**config.mk**
```make
export PLATFORM = sky130hd
export DESIGN_NAME = fwd_core
export DESIGN_NICKNAME = d
export VERILOG_FILES = /design/src/logic/core_pkg.sv /design/src/logic/fwd_core.sv /design/src/logic/exec_stage.sv /design/src/logic/fwd_mux.sv /design/src/logic/hazard_ctrl.sv /design/src/logic/issue_stage.sv /design/src/logic/reg_file.sv
export SDC_FILE = /design/constraint.sdc
export NUM_CORES = 2
export LEC_CHECK = 0
export BUFFER_PORTS_ARGS = -buffer_cell sky130_fd_sc_hd__buf_2
export CAP_MARGIN = 20
export CORE_AREA = 2 2 383 385
export DETAILED_ROUTE_END_ITERATION = 6
export DIE_AREA = 0 0 385 387
export PLACE_DENSITY_LB_ADDON = 0.05
export SLEW_MARGIN = 20
export SYNTH_ARGS = -nofsm -noshare
export SYNTH_HDL_FRONTEND = slang
export SYNTH_SLANG_ARGS = --single-unit
export TNS_END_PERCENT = 20
```
**constraint.sdc**
```tcl
create_clock -name clk -period 10.47 [get_ports clk]
set_input_delay 1.5705 -clock clk [delete_from_list [all_inputs] [get_ports clk]]
set_output_delay 1.5705 -clock clk [all_outputs]
set_load 0.1 [all_outputs]
```
**src/logic/core_pkg.sv**
```systemverilog
package core_pkg;

    localparam int WORD_W      = 32;
    localparam int REG_IDX_W   = 5;
    localparam int IMM_W       = 16;
    localparam int NUM_REGS    = 32;
    localparam int ISSUE_TO_WB = 4;   // issue strobe to wb outputs, in cycles

    typedef logic [WORD_W-1:0]    word_t;
    typedef logic [REG_IDX_W-1:0] reg_idx_t;
    typedef logic [IMM_W-1:0]     imm_t;

    typedef enum logic [2:0] {
        OP_NOP,
        OP_ADD,
        OP_LI,
        OP_MTC0,
        OP_MFC0
    } op_t;

    typedef logic cp0_sel_t;
    localparam cp0_sel_t CP0_IE  = 1'b0;
    localparam cp0_sel_t CP0_EPC = 1'b1;

    typedef logic [1:0] fwd_rf_t;
    localparam fwd_rf_t FWD_RF_NORM = 2'd0;   // operand read in ID
    localparam fwd_rf_t FWD_RF_TMP  = 2'd1;   // MA result
    localparam fwd_rf_t FWD_RF_DAT  = 2'd2;   // WB write data

    typedef logic [1:0] fwd_rc0_t;
    localparam fwd_rc0_t FWD_RC0_NORM = 2'd0;
    localparam fwd_rc0_t FWD_RC0_EX   = 2'd1;
    localparam fwd_rc0_t FWD_RC0_MA   = 2'd2;

    function automatic logic op_reads_rs(op_t op);
        return (op == OP_ADD) || (op == OP_MTC0);
    endfunction

    function automatic logic op_reads_rt(op_t op);
        return op == OP_ADD;
    endfunction

    function automatic logic op_writes_rf(op_t op);
        return (op == OP_ADD) || (op == OP_LI) || (op == OP_MFC0);
    endfunction

endpackage
```
**src/logic/fwd_core.sv**
```systemverilog
`timescale 1ns/1ns

module fwd_core import core_pkg::*; (
    input  logic     clk,
    input  logic     reset,
    input  logic     issue,
    input  op_t      op,
    input  reg_idx_t rs,
    input  reg_idx_t rt,
    input  reg_idx_t rd,
    input  imm_t     imm,
    input  cp0_sel_t cp0_sel,
    output logic     wb_we,
    output reg_idx_t wb_rd,
    output word_t    wb_data,
    output logic     cp0_we,
    output cp0_sel_t cp0_sel_w,
    output word_t    cp0_data_w
);

    reg_idx_t id_rs;
    reg_idx_t id_rt;
    cp0_sel_t id_cp0_sel;
    logic     id_reads_cp0;
    word_t    rf_data_a;
    word_t    rf_data_b;
    word_t    rc0_ie;
    word_t    rc0_epc;
    word_t    id_fwd_rc0_ie;
    word_t    id_fwd_rc0_epc;

    logic     ex_valid;
    op_t      ex_op;
    reg_idx_t ex_rs;
    reg_idx_t ex_rt;
    reg_idx_t ex_rd;
    imm_t     ex_imm;
    cp0_sel_t ex_cp0_sel;
    word_t    ex_rf_data_a;
    word_t    ex_rf_data_b;
    word_t    ex_rc0_val;
    word_t    ex_fwd_rf_a;
    word_t    ex_fwd_rf_b;
    logic     ex_writes_cp0;
    word_t    ex_val_rc0_ie_w;
    word_t    ex_val_rc0_epc_w;

    logic     ma_valid;
    reg_idx_t ma_rd;
    logic     ma_writes_rf;
    logic     ma_writes_cp0;
    cp0_sel_t ma_cp0_sel;
    word_t    ma_val_rf_w_tmp;
    word_t    ma_val_rc0_ie_w;
    word_t    ma_val_rc0_epc_w;

    fwd_rf_t  mux_fwd_rf_a;
    fwd_rf_t  mux_fwd_rf_b;
    fwd_rc0_t mux_fwd_rc0_ie;
    fwd_rc0_t mux_fwd_rc0_epc;

    reg_file u_reg_file (
        .clk        (clk),
        .reset      (reset),
        .rs         (id_rs),
        .rt         (id_rt),
        .cp0_sel_rd (id_cp0_sel),
        .wb_we      (wb_we),
        .wb_rd      (wb_rd),
        .wb_data    (wb_data),
        .cp0_we     (cp0_we),
        .cp0_sel_w  (cp0_sel_w),
        .cp0_data_w (cp0_data_w),
        .rf_data_a  (rf_data_a),
        .rf_data_b  (rf_data_b),
        .rc0_ie     (rc0_ie),
        .rc0_epc    (rc0_epc)
    );

    issue_stage u_issue_stage (
        .clk            (clk),
        .reset          (reset),
        .issue          (issue),
        .op             (op),
        .rs             (rs),
        .rt             (rt),
        .rd             (rd),
        .imm            (imm),
        .cp0_sel        (cp0_sel),
        .rf_data_a      (rf_data_a),
        .rf_data_b      (rf_data_b),
        .id_fwd_rc0_ie  (id_fwd_rc0_ie),
        .id_fwd_rc0_epc (id_fwd_rc0_epc),
        .id_rs          (id_rs),
        .id_rt          (id_rt),
        .id_cp0_sel     (id_cp0_sel),
        .id_reads_cp0   (id_reads_cp0),
        .ex_valid       (ex_valid),
        .ex_op          (ex_op),
        .ex_rs          (ex_rs),
        .ex_rt          (ex_rt),
        .ex_rd          (ex_rd),
        .ex_imm         (ex_imm),
        .ex_cp0_sel     (ex_cp0_sel),
        .ex_rf_data_a   (ex_rf_data_a),
        .ex_rf_data_b   (ex_rf_data_b),
        .ex_rc0_val     (ex_rc0_val)
    );

    hazard_ctrl u_hazard_ctrl (
        .ex_rs           (ex_rs),
        .ex_rt           (ex_rt),
        .id_cp0_sel      (id_cp0_sel),
        .id_reads_cp0    (id_reads_cp0),
        .ex_valid        (ex_valid),
        .ex_writes_cp0   (ex_writes_cp0),
        .ex_cp0_sel      (ex_cp0_sel),
        .ma_valid        (ma_valid),
        .ma_rd           (ma_rd),
        .ma_writes_rf    (ma_writes_rf),
        .ma_writes_cp0   (ma_writes_cp0),
        .ma_cp0_sel      (ma_cp0_sel),
        .wb_we           (wb_we),
        .wb_rd           (wb_rd),
        .mux_fwd_rf_a    (mux_fwd_rf_a),
        .mux_fwd_rf_b    (mux_fwd_rf_b),
        .mux_fwd_rc0_ie  (mux_fwd_rc0_ie),
        .mux_fwd_rc0_epc (mux_fwd_rc0_epc)
    );

    fwd_mux u_fwd_mux (
        .mux_fwd_rf_a     (mux_fwd_rf_a),
        .mux_fwd_rf_b     (mux_fwd_rf_b),
        .mux_fwd_rc0_ie   (mux_fwd_rc0_ie),
        .mux_fwd_rc0_epc  (mux_fwd_rc0_epc),
        .ex_rf_data_a     (ex_rf_data_a),
        .ex_rf_data_b     (ex_rf_data_b),
        .ma_val_rf_w_tmp  (ma_val_rf_w_tmp),
        .wb_val_rf_data_w (wb_data),
        .rc0_ie           (rc0_ie),
        .rc0_epc          (rc0_epc),
        .ex_val_rc0_ie_w  (ex_val_rc0_ie_w),
        .ex_val_rc0_epc_w (ex_val_rc0_epc_w),
        .ma_val_rc0_ie_w  (ma_val_rc0_ie_w),
        .ma_val_rc0_epc_w (ma_val_rc0_epc_w),
        .ex_fwd_rf_a      (ex_fwd_rf_a),
        .ex_fwd_rf_b      (ex_fwd_rf_b),
        .id_fwd_rc0_ie    (id_fwd_rc0_ie),
        .id_fwd_rc0_epc   (id_fwd_rc0_epc)
    );

    exec_stage u_exec_stage (
        .clk              (clk),
        .reset            (reset),
        .ex_valid         (ex_valid),
        .ex_op            (ex_op),
        .ex_rd            (ex_rd),
        .ex_imm           (ex_imm),
        .ex_cp0_sel       (ex_cp0_sel),
        .ex_rc0_val       (ex_rc0_val),
        .ex_fwd_rf_a      (ex_fwd_rf_a),
        .ex_fwd_rf_b      (ex_fwd_rf_b),
        .ex_writes_cp0    (ex_writes_cp0),
        .ex_val_rc0_ie_w  (ex_val_rc0_ie_w),
        .ex_val_rc0_epc_w (ex_val_rc0_epc_w),
        .ma_valid         (ma_valid),
        .ma_rd            (ma_rd),
        .ma_writes_rf     (ma_writes_rf),
        .ma_writes_cp0    (ma_writes_cp0),
        .ma_cp0_sel       (ma_cp0_sel),
        .ma_val_rf_w_tmp  (ma_val_rf_w_tmp),
        .ma_val_rc0_ie_w  (ma_val_rc0_ie_w),
        .ma_val_rc0_epc_w (ma_val_rc0_epc_w),
        .wb_we            (wb_we),
        .wb_rd            (wb_rd),
        .wb_data          (wb_data),
        .cp0_we           (cp0_we),
        .cp0_sel_w        (cp0_sel_w),
        .cp0_data_w       (cp0_data_w)
    );

endmodule

```
**src/logic/exec_stage.sv**
```systemverilog
`timescale 1ns/1ns

module exec_stage import core_pkg::*; (
    input  logic     clk,
    input  logic     reset,
    input  logic     ex_valid,
    input  op_t      ex_op,
    input  reg_idx_t ex_rd,
    input  imm_t     ex_imm,
    input  cp0_sel_t ex_cp0_sel,
    input  word_t    ex_rc0_val,
    input  word_t    ex_fwd_rf_a,
    input  word_t    ex_fwd_rf_b,
    output logic     ex_writes_cp0,
    output word_t    ex_val_rc0_ie_w,
    output word_t    ex_val_rc0_epc_w,
    output logic     ma_valid,
    output reg_idx_t ma_rd,
    output logic     ma_writes_rf,
    output logic     ma_writes_cp0,
    output cp0_sel_t ma_cp0_sel,
    output word_t    ma_val_rf_w_tmp,
    output word_t    ma_val_rc0_ie_w,
    output word_t    ma_val_rc0_epc_w,
    output logic     wb_we,
    output reg_idx_t wb_rd,
    output word_t    wb_data,
    output logic     cp0_we,
    output cp0_sel_t cp0_sel_w,
    output word_t    cp0_data_w
);

    word_t ex_result;
    logic  ex_writes_rf;

    always_comb begin
        case (ex_op)
            OP_ADD:  ex_result = ex_fwd_rf_a + ex_fwd_rf_b;
            OP_LI:   ex_result = word_t'(ex_imm);   // zero extend
            OP_MFC0: ex_result = ex_rc0_val;
            OP_MTC0: ex_result = ex_fwd_rf_a;       // new cp0 value
            default: ex_result = '0;
        endcase
    end

    assign ex_writes_rf  = op_writes_rf(ex_op) && (ex_rd != '0);
    assign ex_writes_cp0 = ex_op == OP_MTC0;

    // untargeted lane keeps the cp0 operand seen by this instruction
    assign ex_val_rc0_ie_w  = (ex_writes_cp0 && ex_cp0_sel == CP0_IE) ?
                              ex_fwd_rf_a : ex_rc0_val;
    assign ex_val_rc0_epc_w = (ex_writes_cp0 && ex_cp0_sel == CP0_EPC) ?
                              ex_fwd_rf_a : ex_rc0_val;

    always_ff @(posedge clk) begin
        if (reset)
            ma_valid <= 1'b0;
        else
            ma_valid <= ex_valid;
    end

    always_ff @(posedge clk) begin
        ma_rd            <= ex_rd;
        ma_writes_rf     <= ex_writes_rf;
        ma_writes_cp0    <= ex_writes_cp0;
        ma_cp0_sel       <= ex_cp0_sel;
        ma_val_rf_w_tmp  <= ex_result;
        ma_val_rc0_ie_w  <= ex_val_rc0_ie_w;
        ma_val_rc0_epc_w <= ex_val_rc0_epc_w;
    end

    always_ff @(posedge clk) begin
        if (reset) begin
            wb_we  <= 1'b0;
            cp0_we <= 1'b0;
        end else begin
            wb_we  <= ma_valid && ma_writes_rf;
            cp0_we <= ma_valid && ma_writes_cp0;
        end
    end

    always_ff @(posedge clk) begin
        wb_rd      <= ma_rd;
        wb_data    <= ma_val_rf_w_tmp;
        cp0_sel_w  <= ma_cp0_sel;
        cp0_data_w <= ma_val_rf_w_tmp;
    end

    a_no_wb_r0: assert property (@(posedge clk) disable iff (reset)
        wb_we |-> wb_rd != '0);

endmodule

```
**src/logic/fwd_mux.sv**
```systemverilog
`timescale 1ns/1ns

module fwd_mux import core_pkg::*; (
    input  fwd_rf_t  mux_fwd_rf_a,
    input  fwd_rf_t  mux_fwd_rf_b,
    input  fwd_rc0_t mux_fwd_rc0_ie,
    input  fwd_rc0_t mux_fwd_rc0_epc,
    input  word_t    ex_rf_data_a,
    input  word_t    ex_rf_data_b,
    input  word_t    ma_val_rf_w_tmp,
    input  word_t    wb_val_rf_data_w,
    input  word_t    rc0_ie,
    input  word_t    rc0_epc,
    input  word_t    ex_val_rc0_ie_w,
    input  word_t    ex_val_rc0_epc_w,
    input  word_t    ma_val_rc0_ie_w,
    input  word_t    ma_val_rc0_epc_w,
    output word_t    ex_fwd_rf_a,
    output word_t    ex_fwd_rf_b,
    output word_t    id_fwd_rc0_ie,
    output word_t    id_fwd_rc0_epc
);

    function automatic word_t pick_rf(fwd_rf_t sel, word_t norm, word_t tmp, word_t dat);
        case (sel)
            FWD_RF_TMP: return tmp;
            FWD_RF_DAT: return dat;
            default:    return norm;   // NORM and the spare code
        endcase
    endfunction

    function automatic word_t pick_rc0(fwd_rc0_t sel, word_t norm, word_t ex, word_t ma);
        case (sel)
            FWD_RC0_EX: return ex;
            FWD_RC0_MA: return ma;
            default:    return norm;
        endcase
    endfunction

    always_comb begin
        ex_fwd_rf_a    = pick_rf(mux_fwd_rf_a, ex_rf_data_a, ma_val_rf_w_tmp,
                                 wb_val_rf_data_w);
        ex_fwd_rf_b    = pick_rf(mux_fwd_rf_b, ex_rf_data_b, ma_val_rf_w_tmp,
                                 wb_val_rf_data_w);
        id_fwd_rc0_ie  = pick_rc0(mux_fwd_rc0_ie, rc0_ie, ex_val_rc0_ie_w,
                                  ma_val_rc0_ie_w);
        id_fwd_rc0_epc = pick_rc0(mux_fwd_rc0_epc, rc0_epc, ex_val_rc0_epc_w,
                                  ma_val_rc0_epc_w);
    end

endmodule

```
**src/logic/hazard_ctrl.sv**
```systemverilog
`timescale 1ns/1ns

module hazard_ctrl import core_pkg::*; (
    input  reg_idx_t ex_rs,
    input  reg_idx_t ex_rt,
    input  cp0_sel_t id_cp0_sel,
    input  logic     id_reads_cp0,
    input  logic     ex_valid,
    input  logic     ex_writes_cp0,
    input  cp0_sel_t ex_cp0_sel,
    input  logic     ma_valid,
    input  reg_idx_t ma_rd,
    input  logic     ma_writes_rf,
    input  logic     ma_writes_cp0,
    input  cp0_sel_t ma_cp0_sel,
    input  logic     wb_we,
    input  reg_idx_t wb_rd,
    output fwd_rf_t  mux_fwd_rf_a,
    output fwd_rf_t  mux_fwd_rf_b,
    output fwd_rc0_t mux_fwd_rc0_ie,
    output fwd_rc0_t mux_fwd_rc0_epc
);

    logic ma_rf_hit_ok;
    logic ex_cp0_pend;
    logic ma_cp0_pend;

    assign ma_rf_hit_ok = ma_valid && ma_writes_rf;
    assign ex_cp0_pend  = ex_valid && ex_writes_cp0;
    assign ma_cp0_pend  = ma_valid && ma_writes_cp0;

    // newest producer first
    function automatic fwd_rf_t rf_select(reg_idx_t src);
        if (ma_rf_hit_ok && ma_rd == src)
            return FWD_RF_TMP;
        if (wb_we && wb_rd == src)
            return FWD_RF_DAT;
        return FWD_RF_NORM;
    endfunction

    function automatic fwd_rc0_t rc0_select(cp0_sel_t lane);
        if (!id_reads_cp0 || id_cp0_sel != lane)
            return FWD_RC0_NORM;
        if (ex_cp0_pend && ex_cp0_sel == lane)
            return FWD_RC0_EX;
        if (ma_cp0_pend && ma_cp0_sel == lane)
            return FWD_RC0_MA;
        return FWD_RC0_NORM;   // WB write reaches ID by write-through
    endfunction

    always_comb begin
        mux_fwd_rf_a    = rf_select(ex_rs);
        mux_fwd_rf_b    = rf_select(ex_rt);
        mux_fwd_rc0_ie  = rc0_select(CP0_IE);
        mux_fwd_rc0_epc = rc0_select(CP0_EPC);
    end

    always_comb begin
        a_no_fwd_r0: assert final (
            (ex_rs != '0 || mux_fwd_rf_a == FWD_RF_NORM) &&
            (ex_rt != '0 || mux_fwd_rf_b == FWD_RF_NORM));
    end

endmodule

```
**src/logic/issue_stage.sv**
```systemverilog
`timescale 1ns/1ns

module issue_stage import core_pkg::*; (
    input  logic     clk,
    input  logic     reset,
    input  logic     issue,
    input  op_t      op,
    input  reg_idx_t rs,
    input  reg_idx_t rt,
    input  reg_idx_t rd,
    input  imm_t     imm,
    input  cp0_sel_t cp0_sel,
    input  word_t    rf_data_a,
    input  word_t    rf_data_b,
    input  word_t    id_fwd_rc0_ie,
    input  word_t    id_fwd_rc0_epc,
    output reg_idx_t id_rs,
    output reg_idx_t id_rt,
    output cp0_sel_t id_cp0_sel,
    output logic     id_reads_cp0,
    output logic     ex_valid,
    output op_t      ex_op,
    output reg_idx_t ex_rs,
    output reg_idx_t ex_rt,
    output reg_idx_t ex_rd,
    output imm_t     ex_imm,
    output cp0_sel_t ex_cp0_sel,
    output word_t    ex_rf_data_a,
    output word_t    ex_rf_data_b,
    output word_t    ex_rc0_val
);

    logic     id_valid;
    op_t      id_op;
    reg_idx_t id_rs_raw;
    reg_idx_t id_rt_raw;
    reg_idx_t id_rd;
    imm_t     id_imm;

    always_ff @(posedge clk) begin
        if (reset)
            id_valid <= 1'b0;
        else
            id_valid <= issue;   // no issue means a bubble
    end

    always_ff @(posedge clk) begin
        if (issue) begin
            id_op      <= op;
            id_rs_raw  <= rs;
            id_rt_raw  <= rt;
            id_rd      <= rd;
            id_imm     <= imm;
            id_cp0_sel <= cp0_sel;
        end
    end

    // unused sources become r0 so they never match a producer
    assign id_rs        = (id_valid && op_reads_rs(id_op)) ? id_rs_raw : '0;
    assign id_rt        = (id_valid && op_reads_rt(id_op)) ? id_rt_raw : '0;
    assign id_reads_cp0 = id_valid && (id_op == OP_MFC0);

    always_ff @(posedge clk) begin
        if (reset)
            ex_valid <= 1'b0;
        else
            ex_valid <= id_valid;
    end

    always_ff @(posedge clk) begin
        ex_op        <= id_op;
        ex_rs        <= id_rs;
        ex_rt        <= id_rt;
        ex_rd        <= id_rd;
        ex_imm       <= id_imm;
        ex_cp0_sel   <= id_cp0_sel;
        ex_rf_data_a <= rf_data_a;
        ex_rf_data_b <= rf_data_b;
        ex_rc0_val   <= (id_cp0_sel == CP0_IE) ? id_fwd_rc0_ie : id_fwd_rc0_epc;
    end

endmodule

```
**src/logic/reg_file.sv**
```systemverilog
`timescale 1ns/1ns

module reg_file import core_pkg::*; (
    input  logic     clk,
    input  logic     reset,
    input  reg_idx_t rs,
    input  reg_idx_t rt,
    input  cp0_sel_t cp0_sel_rd,
    input  logic     wb_we,
    input  reg_idx_t wb_rd,
    input  word_t    wb_data,
    input  logic     cp0_we,
    input  cp0_sel_t cp0_sel_w,
    input  word_t    cp0_data_w,
    output word_t    rf_data_a,
    output word_t    rf_data_b,
    output word_t    rc0_ie,
    output word_t    rc0_epc
);

    word_t regs [NUM_REGS];
    word_t cp0_ie;
    word_t cp0_epc;

    function automatic word_t read_port(reg_idx_t idx);
        if (wb_we && wb_rd == idx)
            return wb_data;   // same-cycle write-through
        return regs[idx];     // r0 stays zero from reset
    endfunction

    always_ff @(posedge clk) begin
        if (reset) begin
            for (int i = 0; i < NUM_REGS; i++) begin
                regs[i] <= '0;
            end
            cp0_ie  <= '0;
            cp0_epc <= '0;
        end else begin
            if (wb_we && wb_rd != '0)
                regs[wb_rd] <= wb_data;
            if (cp0_we && cp0_sel_w == CP0_IE)
                cp0_ie <= cp0_data_w;
            if (cp0_we && cp0_sel_w == CP0_EPC)
                cp0_epc <= cp0_data_w;
        end
    end

    always_comb begin
        rf_data_a = read_port(rs);
        rf_data_b = read_port(rt);
    end

    // only the cp0 register being read in ID gets the bypass
    assign rc0_ie  = (cp0_we && cp0_sel_w == CP0_IE && cp0_sel_rd == CP0_IE) ?
                     cp0_data_w : cp0_ie;
    assign rc0_epc = (cp0_we && cp0_sel_w == CP0_EPC && cp0_sel_rd == CP0_EPC) ?
                     cp0_data_w : cp0_epc;

    a_zero_reg: assert property (@(posedge clk) disable iff (reset)
        (rs != '0 || rf_data_a == '0) && (rt != '0 || rf_data_b == '0));

endmodule

```
## Yosys cells after proc, flatten, opt, wreduce, memory -nomap -nowiden

Memories as Yosys holds them, arrays and structs flattened.
Cells that the tools add are included.

- $add $sub $neg: 1
- $mul: 0
- Divide/modulo/power cells: 0
- Order comparisons: 0
- Eq/ne operators: 21
- Shift-type cells: 0
- Multiplexer cells: 64
- Bitwise logic cells: 4
- Reductions and logical operators: 33

Operator list:

| cell | number |
|---|---|
| 32-bit two-way mux | 10 |
| 32-bit one-hot mux with 2 select lines | 4 |
| 32-bit one-hot mux with 4 select lines | 1 |
| 2-bit two-way mux | 20 |
| 32-bit adder | 1 |
| 32-bit OR reduction | 1 |
| 5-bit == test | 6 |
| 1-bit two-way mux | 26 |
| 1-bit logical AND | 24 |
| 5-bit two-way mux | 3 |
| 5-bit nonzero test | 2 |
| 3-bit by 2-bit == test with 1-bit output (second input constant) | 3 |
| 2-bit by 1-bit == test with 1-bit output (second input constant) | 4 |
| 2-bit == test (second input constant) | 4 |
| 3-bit by 1-bit == test with 1-bit output (second input constant) | 2 |
| 3-bit == test (second input constant) | 2 |
| 1-bit logical OR | 5 |
| 1-bit NOT | 4 |
| 1-bit logical NOT | 1 |

- Register bits: 377
- Latch bits: 0
- Bits in writable memories: 1024
- ROM bits: 0
- Input bits: 38
- Output and inout bits: 72
- Logic and storage cells: 156
- Memories: 1

Memories:

| name | words | bits a word | read ports | clocked after Yosys merged registers in | write ports | RTL line | RTL |
|---|---|---|---|---|---|---|---|
| u_reg_file.regs | 32 | 32 | 2 | 0 | 32 | reg_file.sv:21 | `word_t regs [NUM_REGS];` |

## Logic depth before layout (Yosys ltp)

- Depth after elaboration: 14
- Mapped depth: 21
- Mapped depth without buffers: 18

## Hierarchy

A second synthesis with hierarchy kept.

- Cells, all modules: 5708
- Area, all modules: 72366.9 sq um

Modules (own cells, without submodules):

| module | times used | cells an instance | area an instance (sq um) | seq. area each (sq um) |
|---|---|---|---|---|
| reg_file | 1 | 4410 | 58816.4 | 32030.7 |
| exec_stage | 1 | 585 | 6331.1 | 2902.8 |
| issue_stage | 1 | 219 | 4364.2 | 3713.6 |
| fwd_mux | 1 | 452 | 2547.4 | 0.0 |
| hazard_ctrl | 1 | 42 | 307.8 | 0.0 |

## Worst setup path after synthesis

Ideal clock, no wire load.

- Path kind: reg2reg
- Start: register u_exec_stage.wb_rd[4]
- End: register u_exec_stage.ma_val_rf_w_tmp[24]
- Library setup time: 0.074 ns
- Arrival: 4.638 ns
- Data required time: 10.396 ns
- Path slack: 5.757 ns
- Stages on the path, launching flop included: 21
- Buffers on the path: 3
- Period minus slack after synthesis: 4.713 ns
- Cell sequence: dfxtp_1 > buf_2 > xor2_1 > nor4_1 > and3_1 > buf_2 > buf_2 > mux2i_1 > a21oi_1 > ha_1 > inv_1 > fa_1 > nor2b_1 > o31a_1 > a21oi_1 > o21a_1 > a22o_1 > o31ai_1 > a31oi_1 > xor2_1 > o21ai_0

- Word-level cells in the longest chain between the ends: 10
- Elaborated cells on any way between the ends: 22
- Those cells by class: add/sub: 1; eq/ne: 6; mux: 13; reduce/logical: 2

RTL lines:

| what | RTL line | RTL |
|---|---|---|
| start, declared | exec_stage.sv:26 | `output reg_idx_t wb_rd,` |
| start signal, assigned | exec_stage.sv:83 | `wb_rd <= ma_rd;` |
| 5-bit == test | hazard_ctrl.sv:36 | `if (wb_we && wb_rd == src)` |
| 1-bit logical AND | hazard_ctrl.sv:36 |  |
| 1-bit two-way mux (2 in a row) | hazard_ctrl.sv:36 |  |
| 2-bit two-way mux | hazard_ctrl.sv:38 | `return FWD_RF_NORM;` |
| 2-bit two-way mux | hazard_ctrl.sv:36 |  |
| 2-bit == test or 2-bit by 1-bit == test with 1-bit output (tied branches) | fwd_mux.sv:25 | `case (sel)` |
| 32-bit one-hot mux with 2 select lines | fwd_mux.sv:25 |  |
| 32-bit adder | exec_stage.sv:38 | `OP_ADD: ex_result = ex_fwd_rf_a + ex_fwd_rf_b;` |
| 32-bit one-hot mux with 4 select lines (*) | exec_stage.sv:37 | `case (ex_op)` |
| via u_exec_stage.ex_result[24] | exec_stage.sv:33 | `word_t ex_result;` |
| end signal, assigned | exec_stage.sv:67 | `ma_val_rf_w_tmp <= ex_result;` |
| end, declared | exec_stage.sv:22 | `output word_t ma_val_rf_w_tmp,` |

Mark *: on every way through the listed nets, which the timed path passes. The rest lies on a longest branch. The select of a mux whose other input is x is not followed.
A chain may end at the register's enable or synchronous reset.

## Worst setup path after layout

- Start: register u_exec_stage.wb_rd[4]
- End: register u_exec_stage.ma_val_rf_w_tmp[30]

Same word-level chain as after synthesis.

==> reports/metrics.yaml <==
layout:
  fill_cells: 12700
  post-route-util: 0.542
  nets: 7096
  drive_above_1_share: 0.0986
  final_cells: 9072
  layout_common_cells: "nand2_1, edfxtp_1, and2_1"
  layout_commonest_cell: "nand2_1"
  final_cell_area_sq_mm: 0.0785
  area_delta_synth_final_pct: 8.88
critical_path:
  crit_path_end_kind: "flip-flop"
  arrival_ns: 5.72
  crit_path_start_kind: "flip-flop"
  critical_path_class: "flip-flop to flip-flop"
  slowest_delay_ns: 0.91
  path_max_fanout: 32
  crit_chain: "xor2_1 -> nor4_1 -> and3_2 -> mux2i_1 -> a21oi_1 -> ha_1 -> inv_1 -> fa_1 -> nor2b_1 -> o31a_1 -> a21oi_1 -> o21a_1 -> a22o_1 -> o22ai_1 -> o221a_2 -> mux2i_1 -> o21ai_0"
  cp_top_family: "compound AO/OA/AOI/OAI gates"
  worst_path_max_delay_cell: "and3_2"
  cp.buffers_inverters: 1
  crit_required_ns: 11.13
clock_tree:
  cts_resized: 0
  clock_sink_count: 1401
  post_cts_buffers: 0
  root_buffer: "clkbuf_16"
  cts.clk_slew.worst_paths_ns: 0.06
  cts_buffer_depth: 3
  clk_latency_ns: 0.81
  cts_tree: "yes"
  ctsHoldBuffers: 0
  cts_inserted_buffers: 157
  cts-htree-levels: 4
placed_design:
  hpwl_um: 159000
  place_area_sq_mm: 0.0735
  dp_cells: 8784
  place.gp.congestion: 0.925
  io_buffers: 109
route:
  wire_per_inst_um: 31.1
  first_pass_iters: 7
  drcViolationCount: 0
  routed_wl_um: 282000
  drtIter0Drc: 8720
  ant_nets: 0
  avgViaCountPerCell: 6.54
  route.vias.total: 59300
floorplan:
  dieArea_sq_mm: 0.149
  core_sq_mm: 0.145
  rows: 140
  io-pin-count: 110
  die_w_um: 385
  start_util: 0.498
  die_h_um: 387
timing:
  fin_crit_sh: 0.484
  final-setup-viol-count: 0
  worst_slew_pin_slew_ns: 1.20
  max_clock_freq_mhz: 197
  report.final.hold_viol_count: 0
  maxSlewViolCount: 0
  fin_setup_tns_ns: 0
  rsz0062_at_grt: "false"
  min_period_ns: 5.07
  clock_skew_ns: 0.0195
  hold_slack_ns: 0.337
  relSlewSlack: 0.202
synthesis:
  synth-edff-count: 1059
  yosysUniqueCellTypes: 73
  synth_top_area_share: 0.441
  syn_avg_cell_area_sq_um: 9.82
  ys.warnings.count: 0
  synth-main-ff-cell: "edfxtp_1"
  synth_seq_cells: 1401
  synth_area_leader_cell: "edfxtp_1"
  ys_seq_area_frac: 0.536
  syn_area_sq_mm: 0.0721
  synthTopCellsByArea: "edfxtp_1, dfxtp_1, and2_1"
  netlist_instances: 7344
  async_flop_share: 0
pwr:
  power_leakage_nw: 28.8
  p_per_area_mw_per_mm2: 178
  max-vdd-ir-drop_uv: 178
grt:
  use_met3: 0.0822
  gr-max-usage-layer: "met2"
  grt_pass1_vias: 56600
  grtUsageMet2: 0.562
  grt_pass1_wl_um: 402000
  grt_max_degree: 142
  overflow: 0
  grt_use_total: 0.371
  use_met1: 0.500
  antenna_found_initial: 16
outcome:
  outcome: "finished clean"
worst_hold_path:
  hold_path_class: "flip-flop to flip-flop"
run:
  cap_violations: 0
## state kept, by name (all words and copies together) (netlist names), 5 cells and up
| name | cells |
|---|---|
| u_reg_file.cp0_epc | 32 |
| u_exec_stage.ma_val_rc0_ie_w | 32 |
| u_issue_stage.id_rd | 5 |
| u_exec_stage.wb_rd | 5 |
| u_issue_stage.ex_rf_data_b | 32 |
| u_exec_stage.ma_val_rf_w_tmp | 32 |
| u_issue_stage.ex_rt | 5 |
| u_issue_stage.id_rs_raw | 5 |
| u_issue_stage.ex_rd | 5 |
| u_issue_stage.ex_imm | 16 |
| u_exec_stage.ma_val_rc0_epc_w | 32 |
| u_issue_stage.ex_rs | 5 |
| u_reg_file.cp0_ie | 32 |
| u_issue_stage.ex_rf_data_a | 32 |
| u_reg_file.regs | 1024 |
| u_issue_stage.id_imm | 16 |
| u_exec_stage.wb_data | 32 |
| u_exec_stage.ma_rd | 5 |
| u_issue_stage.ex_rc0_val | 32 |
| u_issue_stage.id_rt_raw | 5 |
## routing by layer
layer / routed length [um] / share of wire
met2: 124000 / 0.44
met3: 31800 / 0.11
met4: 15400 / 0.055
met5: 110 / 0.00039
met1: 110000 / 0.39
## cells in the mapped netlist (4+ instances only)
cell	n
buf_1	49
a22oi_1	19
o31ai_1	5
o22ai_1	32
a21oi_2	7
inv_1	22
or2_2	33
clkbuf_1	533
nand2_1	1265
o211ai_1	35
or3_1	6
mux2i_1	235
nor2b_1	43
ha_1	31
o221ai_1	359
a31oi_1	102
a311oi_1	96
a21o_1	13
dfxtp_1	342
edfxtp_1	1059
nor2_1	251
nand4_1	8
and3_1	7
a21oi_1	498
nand2b_1	6
buf_6	9
xor2_1	24
o21bai_1	6
o21a_1	4
o21ai_1	30
xnor2_1	34
o41ai_1	31
o21ai_0	171
buf_2	135
buf_4	54
nand3_1	552
a211oi_1	99
inv_2	4
mux2_2	87
nor4_1	4
and2_1	997
nand3b_1	4
## path summary, 6_finish.rpt
kind / from / endpoint / slack, ns / depth (start not counted)
worst max-delay path: u_exec_stage.wb_rd[4] / u_exec_stage.ma_val_rf_w_tmp[30] / 5.40 / 17
worst min-delay path: u_issue_stage.id_rd[4] / u_issue_stage.ex_rd[4] / 0.34 / 0
worst max register to register: u_exec_stage.wb_rd[4] / u_exec_stage.ma_val_rf_w_tmp[30] / 5.40 / 17
worst min register to register: u_issue_stage.id_rd[4] / u_issue_stage.ex_rd[4] / 0.34 / 0
## report_power, final
| part | total [mW] | switching [mW] | internal (mW) |
|---|---|---|---|
| combinational | 1.87 | 1.41 | 0.459 |
| clock | 5.56 | 2.34 | 3.21 |
| sequential | 6.56 | 0.321 | 6.24 |
| total | 14.0 | 4.07 | 9.91 |
## cell families after synthesis
logic type / share of synthesized area
AOI/OAI and AO/OA: 0.141
xor gates and xnor gates: 0.00704
and+or+nand+nor: 0.215
buffers and inverters: 0.0484
adders and majority gates: 0.00565
other: 0.0000520
DFF: 0.536
muxes: 0.0468
## area by class of cell
| class | count | area [sq um] | share of cell area |
|---|---|---|---|
| clock inverter | 72 | 642 | 0.00817 |
| tap | 1917 | 2400 | 0.0305 |
| multi-input combinational | 5164 | 30400 | 0.387 |
| clock buffer | 214 | 4410 | 0.0562 |
| inverter | 28 | 150 | 0.00191 |
| timing repair buffer | 274 | 1920 | 0.0244 |
| antenna | 2 | 5.00 | 0.0000637 |
| sequential | 1401 | 38700 | 0.492 |
## per-stage QoR
stage	worst slack (ns)	total power, mW
floorplan	5.76	7.75
global placement	5.45	8.47
detailed placement	5.52	8.48
CTS	5.48	14.0
global route	5.09	14.3
finish	5.40	14.0
(Power assumes the default switching activity.)
